$ cat config.mk
export PLATFORM = sky130hd
export DESIGN_NAME = kernel_bank
export DESIGN_NICKNAME = d
export VERILOG_FILES = /design/src/common/cnn_pkg.sv /design/src/logic/kernel_bank.sv
export SDC_FILE = /design/constraint.sdc
export NUM_CORES = 1
export LEC_CHECK = 0
export ABC_AREA = 1
export BUFFER_PORTS_ARGS = -buffer_cell sky130_fd_sc_hd__clkbuf_2
export CAP_MARGIN = 10
export CORE_ASPECT_RATIO = 0.8
export CORE_MARGIN = 10
export CORE_UTILIZATION = 34
export CTS_CLUSTER_DIAMETER = 40
export DETAILED_ROUTE_END_ITERATION = 7
export GPL_TIMING_DRIVEN = 0
export HOLD_SLACK_MARGIN = 0.02
export PLACE_DENSITY = 0.59
export SLEW_MARGIN = 10
export SYNTH_ARGS = -nofsm -noshare
export SYNTH_HDL_FRONTEND = slang
export SYNTH_SLANG_ARGS = --single-unit
$ cat constraint.sdc
create_clock -name i_clk -period 0.8 [get_ports i_clk]
set_input_delay 0.04 -clock i_clk [delete_from_list [all_inputs] [get_ports i_clk]]
set_output_delay 0.04 -clock i_clk [all_outputs]
set_load 0.1 [all_outputs]
$ cat src/common/cnn_pkg.sv
package cnn_pkg;

    localparam int DATA_W       = 8;
    localparam int WORD_W       = 16;
    localparam int CH_NUM       = 8;
    localparam int K_SIZE       = 3;
    localparam int TILE_SIZE    = 4;
    localparam int POS_NUM      = 4;
    localparam int KERNEL_WORDS = 72;
    localparam int IMAGE_WORDS  = 64;
    localparam int ACC_W        = 24;
    localparam int OUT_SHIFT    = 8;
    localparam int PE_NUM       = 4;
    localparam int WIN_W        = 72;               // 3x3 taps of one channel

    // saturation bounds of the output byte
    localparam int OUT_MAX      = 127;
    localparam int OUT_MIN      = -128;

    // job states
    localparam logic [1:0] ST_KERNEL  = 2'd0;
    localparam logic [1:0] ST_IMAGE   = 2'd1;
    localparam logic [1:0] ST_COMPUTE = 2'd2;

    typedef struct packed {
        logic        [DATA_W-1:0] unused;           // ignored on kernel words
        logic signed [DATA_W-1:0] weight;
    } kernel_word_t;

    typedef struct packed {
        logic signed [DATA_W-1:0] hi;               // column 2*half+1
        logic signed [DATA_W-1:0] lo;               // column 2*half
    } pixel_word_t;

    // one input word, read by load phase
    typedef union packed {
        kernel_word_t kernel;
        pixel_word_t  pixel;
    } in_word_u;

endpackage
$ cat src/logic/kernel_bank.sv
`timescale 1ns/1ps

module kernel_bank
    import cnn_pkg::*;
(
    input  logic                    i_clk,
    input  logic                    i_rst,
    input  logic                    i_we,
    input  logic [2:0]              i_ch,
    input  logic [1:0]              i_row,
    input  logic [1:0]              i_col,
    input  in_word_u                i_data,
    output logic [CH_NUM*WIN_W-1:0] o_windows
);

    logic signed [DATA_W-1:0] weight_q [CH_NUM][K_SIZE][K_SIZE];

    always_ff @(posedge i_clk or negedge i_rst)
    begin
        if (!i_rst)
        begin
            for (int c = 0; c < CH_NUM; c++)
                for (int r = 0; r < K_SIZE; r++)
                    for (int k = 0; k < K_SIZE; k++)
                        weight_q[c][r][k] <= '0;
        end
        else if (i_we)
        begin
            weight_q[i_ch][i_row][i_col] <= i_data.kernel.weight;   // low byte only
        end
    end

    // tap (r,k) of channel c sits at c*WIN_W + (r*3+k)*8
    always_comb
    begin
        for (int c = 0; c < CH_NUM; c++)
        begin
            for (int r = 0; r < K_SIZE; r++)
            begin
                for (int k = 0; k < K_SIZE; k++)
                begin
                    o_windows[c*WIN_W + (r*K_SIZE + k)*DATA_W +: DATA_W] = weight_q[c][r][k];
                end
            end
        end
    end

endmodule

==> qor.csv <==
metric,value,unit
fp.dieW,310,um
status,"complete, but fails checks",
grt.met3_usage,9.83,%
dp_hpwl,77500,um
grt_max_degree,99,
largest_reg_flops,576,
worst_slew_pin_slew,0.728,ns
cts_buffer_depth,3,
clkSinkCount,576,
hold_violations,323,
crit_buf_inv,1,
viasPerCell,5.59,
synth_xor_area_share,0,%
reg2regPathDepth,4,
layout_commonest_cell,nand2_1,
gr-usage-met2,53.2,%
synth_top_family_by_area,simple AND/OR/NAND/NOR gates,
critPathCaptureType,primary output,
cp_data_required_time,0.76,ns
yosys_warnings,0,
ys_types,12,
r2r-start,o_windows[527]$_DFFE_PN0P_,
violations,"negative hold slack, negative setup slack",
grt-ovfl-total,0,
synthSimpleGateAreaFrac,33.5,%
totalWireLength,135000,um
powerDensity,2410,nW/um2
crit_type,register to primary output,
critPathSlowestCell,dfrtp_4,
fin_nets,3531,
tns,-292.78,ns
numCtsBuffers,83,
use_met1,38.1,%
io_buffers,582,
vias,24800,
muxShareOfSynthArea,0,%
peakVddDrop,1.94,mV
p_leak,22.8,nW
synthCells,2602,
gp_congestion,0.836,
h-tree-depth,3,
fin_total_pwr,113,mW
layout_common_cells,"1037 x nand2_1, 667 x clkbuf_16, 538 x nand3_1",
drc_errors,0,
first_global_vias,25400,
post-route-worst-setup-slack,-0.591,ns
critPathMaxFanout,2,
avgSynthCellArea,8.80,um2
die_h,252,um
path_clk_slew,0.06,ns
post-place-ws,-1.45,ns
initialDrtViolationCount,2693,
cts_tree,yes,
max_stage_delay,0.51,ns
area.growth.synth_to_final,105,%
track_usage,32.5,%
drive_gt1_share,55.4,%
grt_pass1_wl,186000,um
grt-busiest-layer,met2,
r2r_slack,-0.13,ns
holdWs,-0.625,ns
antenna_found_initial,5,
relSlewSlack,51.5,%
path_cells,clkbuf_16,
first_pass_iters,5,
clockRootBuffer,clkbuf_16,
synth_area,22900,um2
antenna_left,0,
final_max_slew_viol_count,0,
maxCapViolCount,0,
die_area,78200,um2
io_pins,602,
clk-insertion-delay-late,0.62,ns
ys_seq_elements,576,
wl_per_cell,30.5,um
finalCritPeriodShare,174,%
crit_arrival,1.35,ns
synth_nets,2628,
grt_setup_unrepaired,yes,
fmaxAchievable,719,MHz
setup_viol,635,
worstReg2RegEnd,o_windows[527]$_DFFE_PN0P_,
initial_core_util,34.6,%
critical_path.top_delay_family,flip-flops,
skew,0,ns
num_rows,84,
worstHoldPathType,input port to asynchronous set/reset pin,
synth_adder_area_share,0,%
final_core_util,70.8,%
ys_seq_area_share,63.0,%
start_kind,register,
period_minus_slack,1.39,ns
synth_compound_area_share,0,%
coreArea,66200,um2
stage by stage:
stage / area (um2) / std cells
2_1_floorplan: 25200 / 2602
3_5_place_dp: 29300 / 4050
3_3_place_gp: 29200 / 4044
6_report: 46900 / 4435
5_1_grt: 46900 / 4435
4_1_cts: 45100 / 4312
power by group:
group | switching, mW | internal, mW
Clock | 15.1 | 25.0
Sequential | 2.95 | 32.1
Combinational | 24.4 | 13.3
Total | 42.5 | 70.4
worst reg2reg max path: cells and delay by family (launching register included):
family | cells | cell delay [ns]
buf+inv | 2 | 0.22
flops | 1 | 0.49
simple gates | 2 | 0.10
Yosys cell counts (all sizes together):
| cell | count | share of area, % |
|---|---|---|
| dfrtp | 576 | 63 |
| nor3 | 6 | 0.43 |
| buf | 36 | 0.80 |
| nand2 | 1229 | 20 |
| inv | 7 | 0.11 |
| nor2 | 12 | 0.31 |
| clkbuf | 158 | 2.6 |
| nand3 | 578 | 13 |
timing repair:
| action | CTS | global route |
|---|---|---|
| buffers inserted | 110 | 128 |
| endpoints found under the hold margin | 374 | 331 |
| resized for setup | 1818 | 290 |
| pin swaps | 14 | 31 |
| setup endpoints to repair | 1152 | 1211 |
| gates cloned | 1 | 6 |
layer usage:
metal / wire [um] / vias to the layer above / share of wire [%]
li1: - / 10200 / -
met1: 48900 / 12500 / 36
met2: 64000 / 1657 / 47
met3: 13800 / 442 / 10
met4: 8510 / 0 / 6.3
met5: 0 / - / 0
final cells by class:
| cell class | instances | area [um2] |
|---|---|---|
| clock buffers | 109 | 2370 |
| clock inverters | 44 | 633 |
| multi-input cells | 1825 | 8890 |
| inverters | 7 | 66.3 |
| plain buffers | 190 | 1500 |
| diodes | 2 | 5.00 |
| well taps | 860 | 1080 |
| flip-flops and latches | 576 | 15400 |
| fillers | 4017 | 19300 |
| repair buffers | 822 | 17000 |
how the worst max path moves through the flow:
stage,start,to,slack (ns),cells after the start
5_1_grt,o_windows[502]$_DFFE_PN0P_,o_windows[502],-0.61,1
2_1_floorplan,i_ch[2],o_windows[424]$_DFFE_PN0P_,-0.34,7
6_report,o_windows[520]$_DFFE_PN0P_,o_windows[520],-0.59,1
3_5_place_dp,i_data[3],o_windows[339]$_DFFE_PN0P_,-1.45,4
4_1_cts,o_windows[502]$_DFFE_PN0P_,o_windows[502],-0.61,1
3_3_place_gp,i_rst,o_windows[506]$_DFFE_PN0P_,-16.69,1
kinds of logic (layout without fill, tap and decap cells):
group	count (synthesis)	in the layout
DFF	576	576
and+or+nand+nor	1825	1825
buffers and inverters	201	1172
other	0	2
Note: power is estimated with default switching activity, not from simulation.
