## config.mk

```make
export PLATFORM = sky130hd
export DESIGN_NAME = pool_unit
export DESIGN_NICKNAME = d
export VERILOG_FILES = /design/src/common/cnn_pkg.sv /design/src/logic/pool_unit.sv
export SDC_FILE = /design/constraint.sdc
export NUM_CORES = 1
export LEC_CHECK = 0
export BUFFER_PORTS_ARGS = -buffer_cell sky130_fd_sc_hd__buf_2
export CORE_MARGIN = 2
export CORE_UTILIZATION = 45
export DETAILED_ROUTE_END_ITERATION = 12
export PLACE_DENSITY = 0.69
export RECOVER_POWER = 100
export SYNTH_ARGS = -nofsm -noshare
export SYNTH_HDL_FRONTEND = slang
export SYNTH_SLANG_ARGS = --single-unit
```

## constraint.sdc

```tcl
create_clock -name i_clk -period 3.37 [get_ports i_clk]
set_input_delay 0.337 -clock i_clk [delete_from_list [all_inputs] [get_ports i_clk]]
set_output_delay 0.337 -clock i_clk [all_outputs]
set_load 0.02 [all_outputs]
```

## src/common/cnn_pkg.sv

```systemverilog
package cnn_pkg;

    localparam int DATA_W       = 8;
    localparam int WORD_W       = 16;
    localparam int CH_NUM       = 8;
    localparam int K_SIZE       = 3;
    localparam int TILE_SIZE    = 4;
    localparam int POS_NUM      = 4;
    localparam int KERNEL_WORDS = 72;
    localparam int IMAGE_WORDS  = 64;
    localparam int ACC_W        = 24;
    localparam int OUT_SHIFT    = 8;
    localparam int PE_NUM       = 4;
    localparam int WIN_W        = 72;               // 3x3 taps of one channel

    // saturation bounds of the output byte
    localparam int OUT_MAX      = 127;
    localparam int OUT_MIN      = -128;

    // job states
    localparam logic [1:0] ST_KERNEL  = 2'd0;
    localparam logic [1:0] ST_IMAGE   = 2'd1;
    localparam logic [1:0] ST_COMPUTE = 2'd2;

    typedef struct packed {
        logic        [DATA_W-1:0] unused;           // ignored on kernel words
        logic signed [DATA_W-1:0] weight;
    } kernel_word_t;

    typedef struct packed {
        logic signed [DATA_W-1:0] hi;               // column 2*half+1
        logic signed [DATA_W-1:0] lo;               // column 2*half
    } pixel_word_t;

    // one input word, read by load phase
    typedef union packed {
        kernel_word_t kernel;
        pixel_word_t  pixel;
    } in_word_u;

endpackage
```

## src/logic/pool_unit.sv

```systemverilog
`timescale 1ns/1ps

module pool_unit
    import cnn_pkg::*;
(
    input  logic                     i_clk,
    input  logic                     i_rst,
    input  logic [PE_NUM*ACC_W-1:0]  i_sums,
    input  logic                     i_first,
    input  logic                     i_last,
    output logic signed [DATA_W-1:0] o_data,
    output logic                     o_valid
);

    logic signed [ACC_W-1:0]  conv_sum;
    logic signed [ACC_W-1:0]  max_q;
    logic signed [ACC_W-1:0]  max_d;
    logic signed [ACC_W-1:0]  pooled;
    logic signed [DATA_W-1:0] sat_byte;

    always_comb
    begin
        conv_sum = '0;
        for (int p = 0; p < PE_NUM; p++)
        begin
            conv_sum = conv_sum + $signed(i_sums[p*ACC_W +: ACC_W]);
        end
    end

    // first position reloads the 2x2 max
    assign max_d  = (i_first || (conv_sum > max_q)) ? conv_sum : max_q;
    assign pooled = max_d >>> OUT_SHIFT;

    always_comb
    begin
        if (pooled > OUT_MAX)
            sat_byte = DATA_W'(OUT_MAX);
        else if (pooled < OUT_MIN)
            sat_byte = DATA_W'(OUT_MIN);
        else
            sat_byte = pooled[DATA_W-1:0];
    end

    always_ff @(posedge i_clk or negedge i_rst)
    begin
        if (!i_rst)
        begin
            max_q   <= '0;
            o_data  <= '0;
            o_valid <= 1'b0;
        end
        else
        begin
            max_q   <= max_d;
            o_valid <= i_last;                          // one-cycle pulse
            if (i_last)
                o_data <= sat_byte;
        end
    end

endmodule

```

==> impl_metrics.py <==
metrics = {
    "run_status": {
        "status": "complete, but fails checks",
        "violations": "max-capacitance violations, max-slew violations, negative setup slack",
    },
    "cts": {
        "cts_root_buf": "clkbuf_8",
        "cts_buffers": 5,
        "postCtsHoldBufs": 0,
        "htree_num_levels": 2,
        "clock_latency_ps": 290,
        "cts_sinks": 33,
        "cts_buffer_depth": 2,
        "cts.clk_slew.worst_paths_ps": 70,
        "cts_tree": "built",
    },
    "min_path": {
        "worst_hold_path_type": "primary input to flop",
    },
    "grt": {
        "grt.total_usage_pct": 21.93,
        "antenna_found_initial": 0,
        "grt_pass1_vias": 4673,
        "grt_max_degree": 34,
        "top_usage_layer": "met2",
        "grtUsageMet3_pct": 2.006,
        "grt.met2_usage_pct": 41.77,
        "grt_pass1_wl_um": 20570,
        "use_met1_pct": 27.03,
        "overflow": 0,
    },
    "timing": {
        "fmax_ghz": 0.1837,
        "clock_skew_ps": 4.942,
        "hold_viol": 0,
        "slew-limit-headroom_pct": -23.47,
        "worst_slack_ps": -2073,
        "slew_violations": 34,
        "period_minus_slack_ps": 5443,
        "period_share_pct": 161.5,
        "setup_viol": 32,
        "rsz0062_at_grt": "yes",
        "worst_pin_slew_ps": 1852,
    },
    "floorplan": {
        "ioPinCount": 109,
        "rows": 37,
        "die_y_um": 106.6,
        "core_um2": 10280,
        "die_x_um": 106.6,
        "die_area_um2": 11370,
        "initial_core_util_pct": 46.13,
    },
    "synth": {
        "yosysTopAreaCellShare_pct": 19.42,
        "yosys_warnings": 0,
        "synth_cell_types": 63,
        "synth_edf_count": 0,
        "syn_avg_cell_area_um2": 8.779,
        "synth-main-ff-cell": "dfrtp_1",
        "syn_nets": 733,
        "seq_area_frac_synth_pct": 17.42,
        "netlist_area_um2": 4741,
        "netlist_top_cells_area": "fa_1 19%, dfrtp_1 17%, ha_1 12%, inv_1 11%, mux2_2 4.8%",
        "yosys.area.top_type": "fa_1",
        "synthesis.instances": 540,
        "synthArstFlopShare_pct": 100.0,
        "ys_seq_elements": 33,
    },
    "critical_path": {
        "start_kind": "primary input",
        "cp_data_required_time_ps": 3580,
        "endpoint_kind": "flop",
        "worstPathArrival_ps": 5650,
        "path_class": "primary input to flop",
        "crit_path_max_fanout": 7,
    },
    "pwr": {
        "power_density_nw_per_um2": 1067,
        "p_leak_uw": 0.003578,
        "vdd_drop_max_uv": 651.1,
    },
    "route": {
        "vias_per_cell": 5.080,
        "wl_per_cell_um": 13.68,
        "routed-via-count": 4552,
        "routed_wl_um": 12260,
        "drtAntennaViolNets": 0,
        "drc": 0,
        "drt_pre_antenna_iters": 4,
        "drt_iter0_markers": 199,
    },
    "placement": {
        "gp_congestion": 0.8791,
        "hpwl_um": 10200,
        "preCtsSetupSlack_ps": -2599,
        "portBuffers": 108,
    },
    "finish": {
        "utilization_pct": 66.53,
        "drive_above_1_share_pct": 40.66,
        "syn_to_final_growth_pct": 44.23,
        "diodes": 0,
        "final_common_cell": "inv_1",
        "nets": 952,
        "mostFrequentLayoutCells": "135 x inv_1, 104 x buf_4, 98 x buf_2",
    },
    "job": {
        "timing.max_cap.violations": 1,
    },
}
-- power by group --
part | leakage [uW] | switching (uW) | total (uW) | internal (uW)
registers | 0.000378 | 141 | 771 | 630
logic | 0.00316 | 2900 | 6220 | 3330
clock network | 0.0000439 | 157 | 299 | 143
total | 0.00358 | 3190 | 7290 | 4100
-- through the flow --
step                cell area, um^2  std cells  total power, uW  TNS [ps]  hold slack [ps]
floorplan                      4867        540             3965    -52420            41.41
global placement               6296        877             5641    -69790            429.1
detailed placement             6296        877             5814    -71870            443.4
CTS                            6544        890             6653    -56580            131.3
global route                   6838        896             7854    -63360            316.2
finish                         6838        896             7293    -56780            310.5
-- area by class of cell --
class                      instances  area (um^2)
multi-input combinational        356         3761
inverter                         141        539.3
tap                              136        170.2
sequential                        33        825.8
clock inverter                     3        17.52
timing repair buffer             222         1455
clock buffer                       5        68.82
fill                             871         3440
-- metal layers --
| metal | vias to the layer above | share of wire [%] |
|---|---|---|
| li1 | 2239 | - |
| met1 | 2189 | 42 |
| met2 | 111 | 53 |
| met3 | 13 | 4.2 |
| met4 | 0 | 1.2 |
| met5 | - | 0 |
-- flip-flops by register name, summed over array words and instances (netlist names) --
name     count
o_data       8
max_q       24
o_valid      1
-- cell families (layout without fill, tap and decap cells) --
kind of cell | Yosys count | after routing | synth area share [%]
buffers and inverters | 151 | 371 | 12.40
AO/OA/AOI/OAI | 117 | 117 | 17.31
AND/OR/NAND/NOR | 106 | 106 | 12.25
adder cells (fa/ha/maj) | 93 | 93 | 31.83
flip-flops | 33 | 33 | 17.42
multiplexers | 22 | 22 | 5.463
XOR/XNOR | 18 | 18 | 3.326
-- synthesized netlist by cell type (all sizes together) (5+ instances only) --
master and count:
nor2 22, o211ai 8, nor4 10, nand2b 5, inv 141, nor3 7, a21oi 33, a21o 11
mux2 21, nand4 8, o22ai 7, nand2 21, xnor2 15, and3 5, o21ai 27, fa 46
nand3 10, ha 47, dfrtp 33, a211oi 5, buf 7
-- worst max-delay path, cell delays in order --
cell and delay (ps):
buf_8 80, inv_4 30, fa_1 540, inv_2 50
fa_1 520, ha_2 190, inv_2 50, fa_2 390
nand2b_4 160, a21oi_4 130, o21a_1 230, buf_4 140
o211ai_1 130, nand4_1 170, inv_2 70, ha_4 260
nand4_1 90, buf_4 170, nor4_4 310, nor3b_2 90
a221oi_2 280, mux2i_4 150, buf_6 160, buf_4 140
nor2_1 160, a41oi_1 170, o21a_2 310, o22ai_1 130
-- repair_timing --
| item | in CTS | in global routing |
|---|---|---|
| buffers inserted | 4 | 7 |
| gates cloned | 1 | 0 |
| pin swaps | 3 | 24 |
| resized for setup | 28 | 48 |
| setup endpoints to repair | 32 | 32 |
-- final timing paths --
check                           slack [ps]         to  depth (start not counted)  startpoint
max in group asynchronous             1760  max_q[22]                          1       i_rst
worst min-delay path                   310    o_valid                          1      i_last
min in group asynchronous              550    o_valid                          1       i_rst
worst max-delay path                 -2070  o_data[3]                         28   i_sums[1]
worst min register to register         510   max_q[2]                          2    max_q[2]
worst max register to register         330  o_data[3]                         11   max_q[15]
(Power assumes the default switching activity.)
