[src/common/cnn_pkg.sv]
package cnn_pkg;

    localparam int DATA_W       = 8;
    localparam int WORD_W       = 16;
    localparam int CH_NUM       = 8;
    localparam int K_SIZE       = 3;
    localparam int TILE_SIZE    = 4;
    localparam int POS_NUM      = 4;
    localparam int KERNEL_WORDS = 72;
    localparam int IMAGE_WORDS  = 64;
    localparam int ACC_W        = 24;
    localparam int OUT_SHIFT    = 8;
    localparam int PE_NUM       = 4;
    localparam int WIN_W        = 72;               // 3x3 taps of one channel

    // saturation bounds of the output byte
    localparam int OUT_MAX      = 127;
    localparam int OUT_MIN      = -128;

    // job states
    localparam logic [1:0] ST_KERNEL  = 2'd0;
    localparam logic [1:0] ST_IMAGE   = 2'd1;
    localparam logic [1:0] ST_COMPUTE = 2'd2;

    typedef struct packed {
        logic        [DATA_W-1:0] unused;           // ignored on kernel words
        logic signed [DATA_W-1:0] weight;
    } kernel_word_t;

    typedef struct packed {
        logic signed [DATA_W-1:0] hi;               // column 2*half+1
        logic signed [DATA_W-1:0] lo;               // column 2*half
    } pixel_word_t;

    // one input word, read by load phase
    typedef union packed {
        kernel_word_t kernel;
        pixel_word_t  pixel;
    } in_word_u;

endpackage
[src/logic/load_ctrl.sv]
`timescale 1ns/1ps

module load_ctrl
    import cnn_pkg::*;
(
    input  logic       i_clk,
    input  logic       i_rst,
    input  logic       i_valid,
    output logic       o_ready,
    output logic       o_kernel_we,
    output logic       o_image_we,
    output logic [2:0] o_ch,
    output logic [1:0] o_row,
    output logic [1:0] o_col,
    output logic [1:0] o_pos,
    output logic       o_first,
    output logic       o_last
);

    logic [1:0] state_q;
    logic [2:0] ch_q;
    logic [1:0] row_q;
    logic [1:0] col_q;
    logic [1:0] pos_q;
    logic       accept;
    logic       last_word;
    logic [1:0] col_max;
    logic [1:0] row_max;
    logic [6:0] k_idx;
    logic [5:0] i_idx;

    assign o_ready = (state_q == ST_KERNEL) || (state_q == ST_IMAGE);
    assign accept  = i_valid && o_ready;

    // kernel words are 3x3 per channel, image words are 4 rows of 2 halves
    assign col_max = (state_q == ST_KERNEL) ? 2'(K_SIZE - 1) : 2'(TILE_SIZE / 2 - 1);
    assign row_max = (state_q == ST_KERNEL) ? 2'(K_SIZE - 1) : 2'(TILE_SIZE - 1);

    assign k_idx = 7'(ch_q) * 7'(K_SIZE * K_SIZE) + 7'(row_q) * 7'(K_SIZE) + 7'(col_q);
    assign i_idx = {ch_q, row_q, col_q[0]};

    assign last_word = (state_q == ST_KERNEL) ? (k_idx == 7'(KERNEL_WORDS - 1))
                                              : (i_idx == 6'(IMAGE_WORDS - 1));

    always_ff @(posedge i_clk or negedge i_rst)
    begin
        if (!i_rst)
        begin
            state_q <= ST_KERNEL;
            ch_q    <= '0;
            row_q   <= '0;
            col_q   <= '0;
            pos_q   <= '0;
        end
        else
        begin
            case (state_q)
                ST_KERNEL, ST_IMAGE:
                begin
                    if (accept)
                    begin
                        if (col_q == col_max)
                        begin
                            col_q <= '0;
                            if (row_q == row_max)
                            begin
                                row_q <= '0;
                                ch_q  <= ch_q + 3'd1;   // wraps to 0 after channel 7
                            end
                            else
                            begin
                                row_q <= row_q + 2'd1;
                            end
                        end
                        else
                        begin
                            col_q <= col_q + 2'd1;
                        end
                        if (last_word)
                        begin
                            state_q <= (state_q == ST_KERNEL) ? ST_IMAGE : ST_COMPUTE;
                        end
                    end
                end
                ST_COMPUTE:
                begin
                    pos_q <= pos_q + 2'd1;
                    if (pos_q == 2'(POS_NUM - 1))
                    begin
                        state_q <= ST_KERNEL;
                    end
                end
                default:
                begin
                    state_q <= ST_KERNEL;
                end
            endcase
        end
    end

    assign o_kernel_we = accept && (state_q == ST_KERNEL);
    assign o_image_we  = accept && (state_q == ST_IMAGE);
    assign o_ch        = ch_q;
    assign o_row       = row_q;
    assign o_col       = col_q;
    assign o_pos       = pos_q;
    assign o_first     = (state_q == ST_COMPUTE) && (pos_q == 2'd0);
    assign o_last      = (state_q == ST_COMPUTE) && (pos_q == 2'(POS_NUM - 1));

endmodule

[config.mk]
export PLATFORM = sky130hd
export DESIGN_NAME = load_ctrl
export DESIGN_NICKNAME = d
export VERILOG_FILES = /design/src/common/cnn_pkg.sv /design/src/logic/load_ctrl.sv
export SDC_FILE = /design/constraint.sdc
export NUM_CORES = 1
export LEC_CHECK = 0
export BUFFER_PORTS_ARGS = -buffer_cell sky130_fd_sc_hd__buf_4
export CAP_MARGIN = 20
export CELL_PAD_IN_SITES_DETAIL_PLACEMENT = 1
export CELL_PAD_IN_SITES_GLOBAL_PLACEMENT = 1
export CORE_MARGIN = 2
export CORE_UTILIZATION = 40
export CTS_CLUSTER_DIAMETER = 60
export CTS_CLUSTER_SIZE = 25
export DETAILED_ROUTE_END_ITERATION = 6
export PLACE_DENSITY_LB_ADDON = 0.15
export SLEW_MARGIN = 20
export SYNTH_ARGS = -nofsm -noshare
export SYNTH_HDL_FRONTEND = slang
export SYNTH_SLANG_ARGS = --single-unit
export TNS_END_PERCENT = 30
[constraint.sdc]
create_clock -name i_clk -period 3.34 [get_ports i_clk]
set_input_delay 0.334 -clock i_clk [delete_from_list [all_inputs] [get_ports i_clk]]
set_output_delay 0.334 -clock i_clk [all_outputs]
set_load 0.005 [all_outputs]
==> results summary, run 1 <==
With fillers left out, the area of the finished cells amounts to 0.001094 mm2. Setup violations remaining at the end of the flow were counted as 0. The cell area that synthesis handed to floorplanning was 913.4 um2. The floorplan step set the die height to 51.79 um.

Including well taps, the total number of placed cells is 131. The dominant cell type by count on the critical path is sky130_fd_sc_hd__ha_1. The total nets after synthesis is 109.

The worst hold path belongs to the class input pin to async pin. sky130_fd_sc_hd__dfrtp_1 takes more of the synthesized area than any other cell. The standard cell with the maximum stage delay on the critical path is sky130_fd_sc_hd__dfrtp_1.

The register clock-pin slew on the reported worst setup and hold paths came out at 0.08 ns. The launching instance or port of the critical path is o_row[1]. Sorting the synthesized cells by area gives the leading types as sky130_fd_sc_hd__dfrtp_1, sky130_fd_sc_hd__ha_1, sky130_fd_sc_hd__fa_1, sky130_fd_sc_hd__inv_1, sky130_fd_sc_hd__xnor2_1. The end of the critical path is state_q[0]. In this run, CTS created clock tree buffers numbering 3. The worst setup path is captured at a register. The number of gates resized after cts came out at 0. After synthesis, the mean cell area works out to 10.38 um2. The via count of the first global-routing pass is 732. The clock reaches the later pin of the worst-skew pair after 0.27 ns. The count of TritonRoute iterations in the first routing pass is 1. The number of nets still failing antenna checks after routing came out at 0. For this run the aggregate overflow at the end of global routing stands at 0.

The count of cell types in the netlist came out at 31. Entering global routing, the biggest net connects 12 pins. The number of design rule violations left after detail routing is 0. For this design the ratio of total power to cell area is 815.9 mW/mm2. The worst clock skew came out at 0.002427 ns. In this run the deepest clock path goes through 2 buffers. The cell area after placement came out at 0.001057 mm2. The initial DRC count came out at 0. The number of buffers inserted to repair setup after CTS came out at 0. The all-layer global routing usage came out at 18.64%. The starting density of the core is 41.69%. Across the whole layout, storage elements account for 275.3 um2. Of the total synthesized cell area, the portion taken by XOR and XNOR cells is 4.795%. For the worst setup path, the data arrival time is 2.88 ns. The max-slew violation total from the final report is 0.

The maximum fanout encountered on the critical timing path came out at 9. The critical path start-end classification is register to register. The share of synthesized area spent on multiplexers is 2.877%. Setup repair after global routing left no endpoint under its margin. Of the total synthesized cell area, the portion taken by full adders, half adders and majority gates is 27.12%. Net switching is 44.06% of the power.

The share of synthesized area in the top cell type comes to 30.14%. The wire length of the first global-routing pass is 3.539 mm. The internal reg-to-reg setup slack came out at 0.63 ns. The synthesized netlist devotes 16.03% of its cell area to simple gates. The share of synthesized area occupied by flip-flops and latches came out at 30.14%. The flow ran to the end, and the final reports show no timing, DRC or antenna violations. By area, the combinational part of the netlist is dominated by adder cells. The number of port buffers is 16. Timing would allow up to 369.4 MHz. The count of maximum capacitance violations came out at 0. Once layout is complete, the cells apart from fillers number 136. After detailed routing, the average wire length per cell comes to 14.88 um. The maximum level of the CTS H-tree came out at 1. The initial antenna violation count is 0. Traced cell by cell, the critical path runs through ha_1, inv_1, fa_1, inv_1, ha_1, ha_1, or4b_1, nand2_1, nand4_1, o32ai_1. Measured along the x axis, the die boundary spans 51.79 um. Setup total negative slack on the finished layout was measured at 0 ns. The worst path in the final design needs a cycle of 2.707 ns, including I/O delays and setup. The post-synthesis register bit count is 11. The fraction of final layout cells sized beyond drive strength 1 is 25.00%. At the pin with the least slew margin, the transition time is 0.3313 ns. TritonCTS built the clock tree. The synthesis-to-finish area growth came out at 19.73%. The synthesized instance count came out at 88. The die covers 0.002682 mm2. The count of cells along the worst register-to-register path came out at 10. The number of rows created at floorplan came out at 17. The routed via count came out at 693. Summing the areas of all compound-gate instances in the mapped netlist gives 13.29% of the synthesized area. At the end of routability-driven placement, the weighted congestion stood at 0.7595. In the layout the commonest cells are sky130_fd_sc_hd__buf_4, sky130_fd_sc_hd__ha_1, sky130_fd_sc_hd__inv_1, sky130_fd_sc_hd__dfrtp_1, sky130_fd_sc_hd__nand2_1. The sequential cell fraction of total power came out at 28.5%. The number of filler instances in the final layout is 262.

The half-perimeter wire length after detailed placement is 1.631 mm. The type of origin of the critical path is a register. The internal portion of total power is 0.4991 mW. The net total in the final layout is 130. The reported leakage power came out at 0.5635 nW. The endpoint identified for the worst register-to-register timing path is state_q[0]. The data required time of the critical path is 3.51 ns. In the finished design, the share of the clock period the worst path needs comes to 81.05%. The I/O pin total came out at 17. The via density per instance is 5.096. The headroom to the max-slew limit came out at 77.92%. The smallest setup slack after layout is 0.6329 ns. Leaving out fill and tap cells, the most frequent cell in the layout is sky130_fd_sc_hd__buf_4. Clock tree synthesis found a total of 11 sinks. The largest incremental delay on the critical path came out at 0.52 ns. The total core area is 0.002191 mm2.

The count of antenna diodes in the layout came out at 0. The worst-case vdd ir drop is 0.4989 mV. Of the total power, the clock network draws 10.7%. The startpoint of the lowest-slack register-to-register path is o_row[1].

The area taken by multi-input logic gates came out at 585.6 um2. The worst slack after detailed placement came out at 0.6037 ns. The number of warnings printed during yosys synthesis is 0.

In this run the power spent charging and discharging nets is 0.3931 mW. The share of power burned in combinational logic came out at 60.8%. The count of endpoints failing hold in the final timing report came to 0.

The cell sitting at the root of the clock tree is a sky130_fd_sc_hd__clkbuf_4. The sum of routed wire length over all layers is 2.023 mm.
critical path: cells and delay by family (launching register included):
kind,cells,cell delay (ns)
fa+ha+maj,4,1.23
simple gates,3,0.65
flops,1,0.52
compound gates,1,0.12
buf+inv,2,0.10
logic make-up after synthesis:
group	Yosys count
buffers and inverters	12
AO/OA/AOI/OAI	15
flip-flops	11
XOR/XNOR	5
AND/OR/NAND/NOR	25
multiplexers	2
adder cells (fa/ha/maj)	18
cells in the mapped netlist (all sizes together):
cell / instances
o211ai: 1
nand4: 2
o32ai: 1
ha: 15
or4b: 2
a221oi: 1
inv: 11
fa: 3
or2b: 1
a211oi: 1
buf: 1
nor2: 5
a21oi: 2
a31o: 1
nand3b: 2
nand2: 6
mux2: 2
and3: 3
and2: 1
nand3: 1
dfrtp: 11
xor2: 1
or3b: 1
xnor2: 4
o21ai: 5
nor3: 1
a21o: 3
repair_timing:
item | CTS | global route
endpoints found under the setup margin | 0 | 0
hold buffers | 1 | 0
hold endpoints to repair | 11 | 0
worst min path at each step:
| stage | from | end | slack [ns] | cells after the start |
|---|---|---|---|---|
| floorplan | i_rst | o_ch[0] | 0.04 | 0 |
| global placement | i_rst | state_q[0] | 0.18 | 1 |
| detailed placement | i_rst | state_q[0] | 0.18 | 1 |
| CTS | i_rst | o_pos[0] | 0.43 | 2 |
| global route | i_rst | state_q[0] | 0.43 | 2 |
| finish | i_rst | o_pos[0] | 0.43 | 2 |
power by group through the flow:
stage	registers (mW)	logic [mW]	clock network, mW
2_1_floorplan	0.233	0.398	0
3_3_place_gp	0.252	0.530	0
3_5_place_dp	0.259	0.549	0
4_1_cts	0.257	0.559	0.102
5_1_grt	0.265	0.631	0.110
6_report	0.254	0.542	0.0958
per-stage QoR:
stage	power, mW	utilization (%)	hold slack, ns
floorplan	0.6310	-	0.03841
CTS	0.9187	49.91	0.4257
detailed placement	0.8081	48.26	0.1835
global route	1.005	49.91	0.4268
global placement	0.7819	48.26	0.1794
finish	0.8922	49.91	0.4324
sequential cells by signal (all words and copies together) (netlist names):
name / flops
o_col: 2
o_row: 2
state_q: 2
o_ch: 3
o_pos: 2
cell type report:
class | count | area share [%]
sequential | 11 | 25.17
tap | 28 | 3.204
multi-input combinational | 65 | 53.55
clock buffer | 4 | 2.403
inverter | 11 | 3.776
timing repair buffer | 17 | 11.90
metal layers:
layer | part of all wire, % | global-route usage (%)
met2 | 50 | 30.13
met1 | 47 | 24.36
met5 | 0 | 0
met4 | 0.40 | 7.895
met3 | 2.8 | 3.448
Power figures use the tool's default switching activity.
==> run 2, diff against run 1 <==
==> constraint.sdc (replaced) <==
create_clock -name i_clk -period 2.5 [get_ports i_clk]
set_input_delay 0.25 -clock i_clk [delete_from_list [all_inputs] [get_ports i_clk]]
set_output_delay 0.25 -clock i_clk [all_outputs]
set_load 0.005 [all_outputs]
==> run 2 against run 1 <==
- the flow now finishes with violations (negative setup slack)
- non-clock buffer count grew 9
- first-iteration DRC count rose by 4
- via count up 8.7%
- critical path depth fell by 1
- critical endpoint unchanged
==> results summary, run 2 (synthesized netlist as in run 1, its figures left out) <==
The critical path starts at o_row[1]. The achievable clock frequency is 394.3 MHz (+6.7%). The die area is 0.002682 mm2 (unchanged).

The pin count of the biggest net entering global routing is 12 (unchanged). Setup repair after global routing could not meet its margin everywhere. The initial antenna violation count was 0 (unchanged). The worst-case vdd ir drop came out at 0.6767 mV (+36%). The total power divided by cell area is 1201 mW/mm2 (+47%). The headroom to the max-slew limit came out at 76.74% (-1.2 points). The reported leakage power was 0.6022 nW (+6.9%).

The clock insertion delay at the later pin of the skew report came out at 0.27 ns (about the same). The sum of routed wire length over all layers is 2.351 mm (+16%). The final setup violation count came out at 1 (+1). The maximum fanout encountered on the critical timing path came to 3 (-6).

The flow ran to the end, but the final reports show violations. The max-slew violation total from the final report came to 0 (unchanged). The total power after layout is 1.468 mW (+65%). The horizontal extent of the die was 51.79 um (unchanged). The number of flip-flops under the largest register name is 3 (unchanged). The via count of the first global-routing pass is 736 (+0.55%). The total core area came out at 0.002191 mm2 (unchanged). The register clock-pin slew on the reported worst setup and hold paths is 0.07 ns (about the same).

The pin slew with the least headroom to its limit was 0.3489 ns (+0.01765 ns). The fraction of final layout cells sized beyond drive strength 1 is 38.46% (+13 points). The cell sitting at the root of the clock tree is a sky130_fd_sc_hd__clkbuf_4.

The weighted congestion at the end of routability-driven global placement came to 0.8106 (+6.7%). The category of the worst setup path capture point is a register. The wire length per cell after detailed routing is 16.21 um (+9.0%). The tightest min-delay check is of the input pin to async pin type. The count of endpoints failing hold in the final timing report came out at 0 (unchanged).

The count of antenna diodes in the layout came out at 0 (unchanged). The sink count of the clock tree is 11 (unchanged). The routed via count was 753 (+8.7%).

The worst setup path is launched from a register. The number of nets still failing antenna checks after routing came to 0 (unchanged). The number of port buffers came out at 16 (unchanged).

The net total in the final layout is 139 (+6.9%). The minimum period implied by the final worst setup slack is 2.536 ns (-0.1709 ns). The number of design rule violations left after detail routing came to 0 (unchanged). The worst hold slack came out at 0.3496 ns (-0.08281 ns). The die outline height came out at 51.79 um (unchanged).

The wire length of the first global-routing pass came out at 3.519 mm (-0.57%). The total negative slack came out at -0.03624 ns (-0.03624 ns). The final cycle utilization of the critical path is 101.4% (+20 points).

TritonCTS built the clock tree. The number of buffers inserted during clock tree synthesis came to 3 (unchanged). The critical path in this run is classified as register to register. The data required time of the critical path came out at 2.67 ns (-0.84 ns). The via density per instance is 5.193 (+1.9%). The worst slack after detailed placement came out at -0.02504 ns (-0.6288 ns).

The startpoint of the lowest-slack register-to-register path is o_row[1]. The number of filler instances in the final layout came out at 251 (-4.2%). The library cells used most frequently in the layout, excluding fill and tap cells, are sky130_fd_sc_hd__buf_4, sky130_fd_sc_hd__ha_1, sky130_fd_sc_hd__dfrtp_1. The half-perimeter wire length after detailed placement is 1.642 mm (+0.62%). The maximum clock path buffer count came to 2 (unchanged). The all-layer global routing usage is 18.29% (-0.36 points). The synthesis-to-finish area growth is 33.84%.

The commonest non-fill, non-tap cell in the layout is sky130_fd_sc_hd__buf_4. The initial DRC count is 4 (+4). The checks that failed: negative setup slack. The count of maximum capacitance violations came out at 0 (unchanged). The worst clock skew came to 0.001702 ns (-0.0007253 ns). The smallest setup slack after layout is -0.03624 ns (-0.6691 ns). The arrival time at the worst endpoint came out at 2.71 ns (-0.17 ns). The number of rows created at floorplan is 17 (unchanged). The total overflow reported by the global router came out at 0 (unchanged). The starting density of the core came out at 41.69% (unchanged). The maximum level of the CTS H-tree was 1 (unchanged).

The I/O pin total is 17 (unchanged). The count of TritonRoute iterations in the first routing pass came out at 3 (+2).
## run 2: per-layer routing
layer | vias to the layer above | GRT usage, % | share of wire [%]
met1 | 370 | 21.68 | 43
met5 | - | 0 | 0
met4 | 0 | 3.947 | 0.55
li1 | 367 | - | -
met3 | 2 | 5.172 | 3.5
met2 | 14 | 32.69 | 53
## run 2: stage by stage
step | cell area (um2) | cells | utilization (%)
6_report | 1222 | 145 | 55.80
5_1_grt | 1222 | 145 | 55.80
4_1_cts | 1145 | 142 | 52.26
3_5_place_dp | 1089 | 135 | 49.69
3_3_place_gp | 1089 | 135 | 49.69
2_1_floorplan | 914.6 | 88 | -
## run 2: worst paths after layout
check / to / slack (ns) / depth (start not counted)
min reg2reg: o_pos[0] / 0.59 / 2
max: state_q[0] / -0.04 / 9
max reg2reg: state_q[0] / -0.04 / 9
min: state_q[0] / 0.35 / 2
min in group i_clk: state_q[0] / 0.48 / 4
max in group asynchronous: o_row[1] / 1.98 / 2
## run 2: worst max-delay path, stage by stage, from the launching register on
cell	delay [ns]
sky130_fd_sc_hd__dfrtp_2	0.45
sky130_fd_sc_hd__ha_4	0.18
sky130_fd_sc_hd__buf_4	0.13
sky130_fd_sc_hd__ha_1	0.19
sky130_fd_sc_hd__fa_1	0.37
sky130_fd_sc_hd__ha_1	0.31
sky130_fd_sc_hd__or4b_1	0.48
sky130_fd_sc_hd__nand2_1	0.08
sky130_fd_sc_hd__nand4_1	0.11
sky130_fd_sc_hd__o32ai_2	0.14
## run 2: power breakdown
group	switching, mW	total, mW	internal [mW]	leakage [nW]
logic	0.479	1.03	0.554	0.450
registers	0.0843	0.314	0.229	0.137
clock network	0.0602	0.122	0.0618	0.0150
total	0.623	1.47	0.845	0.602
## run 2: timing repair
item	in CTS	in global routing
hold buffers	1	0
pin swaps	0	7
buffers inserted	2	3
setup endpoints to repair	1	1
gates resized for setup	2	8
hold endpoints to repair	11	0
## run 2: cell type report
class	instances	area (um2)	share of cell area [%]
multi-input combinational	65	645.6	52.81
timing repair buffer	26	197.7	16.17
inverter	11	41.29	3.378
clock buffer	4	26.28	2.149
tap	28	35.03	2.866
sequential	11	276.5	22.62
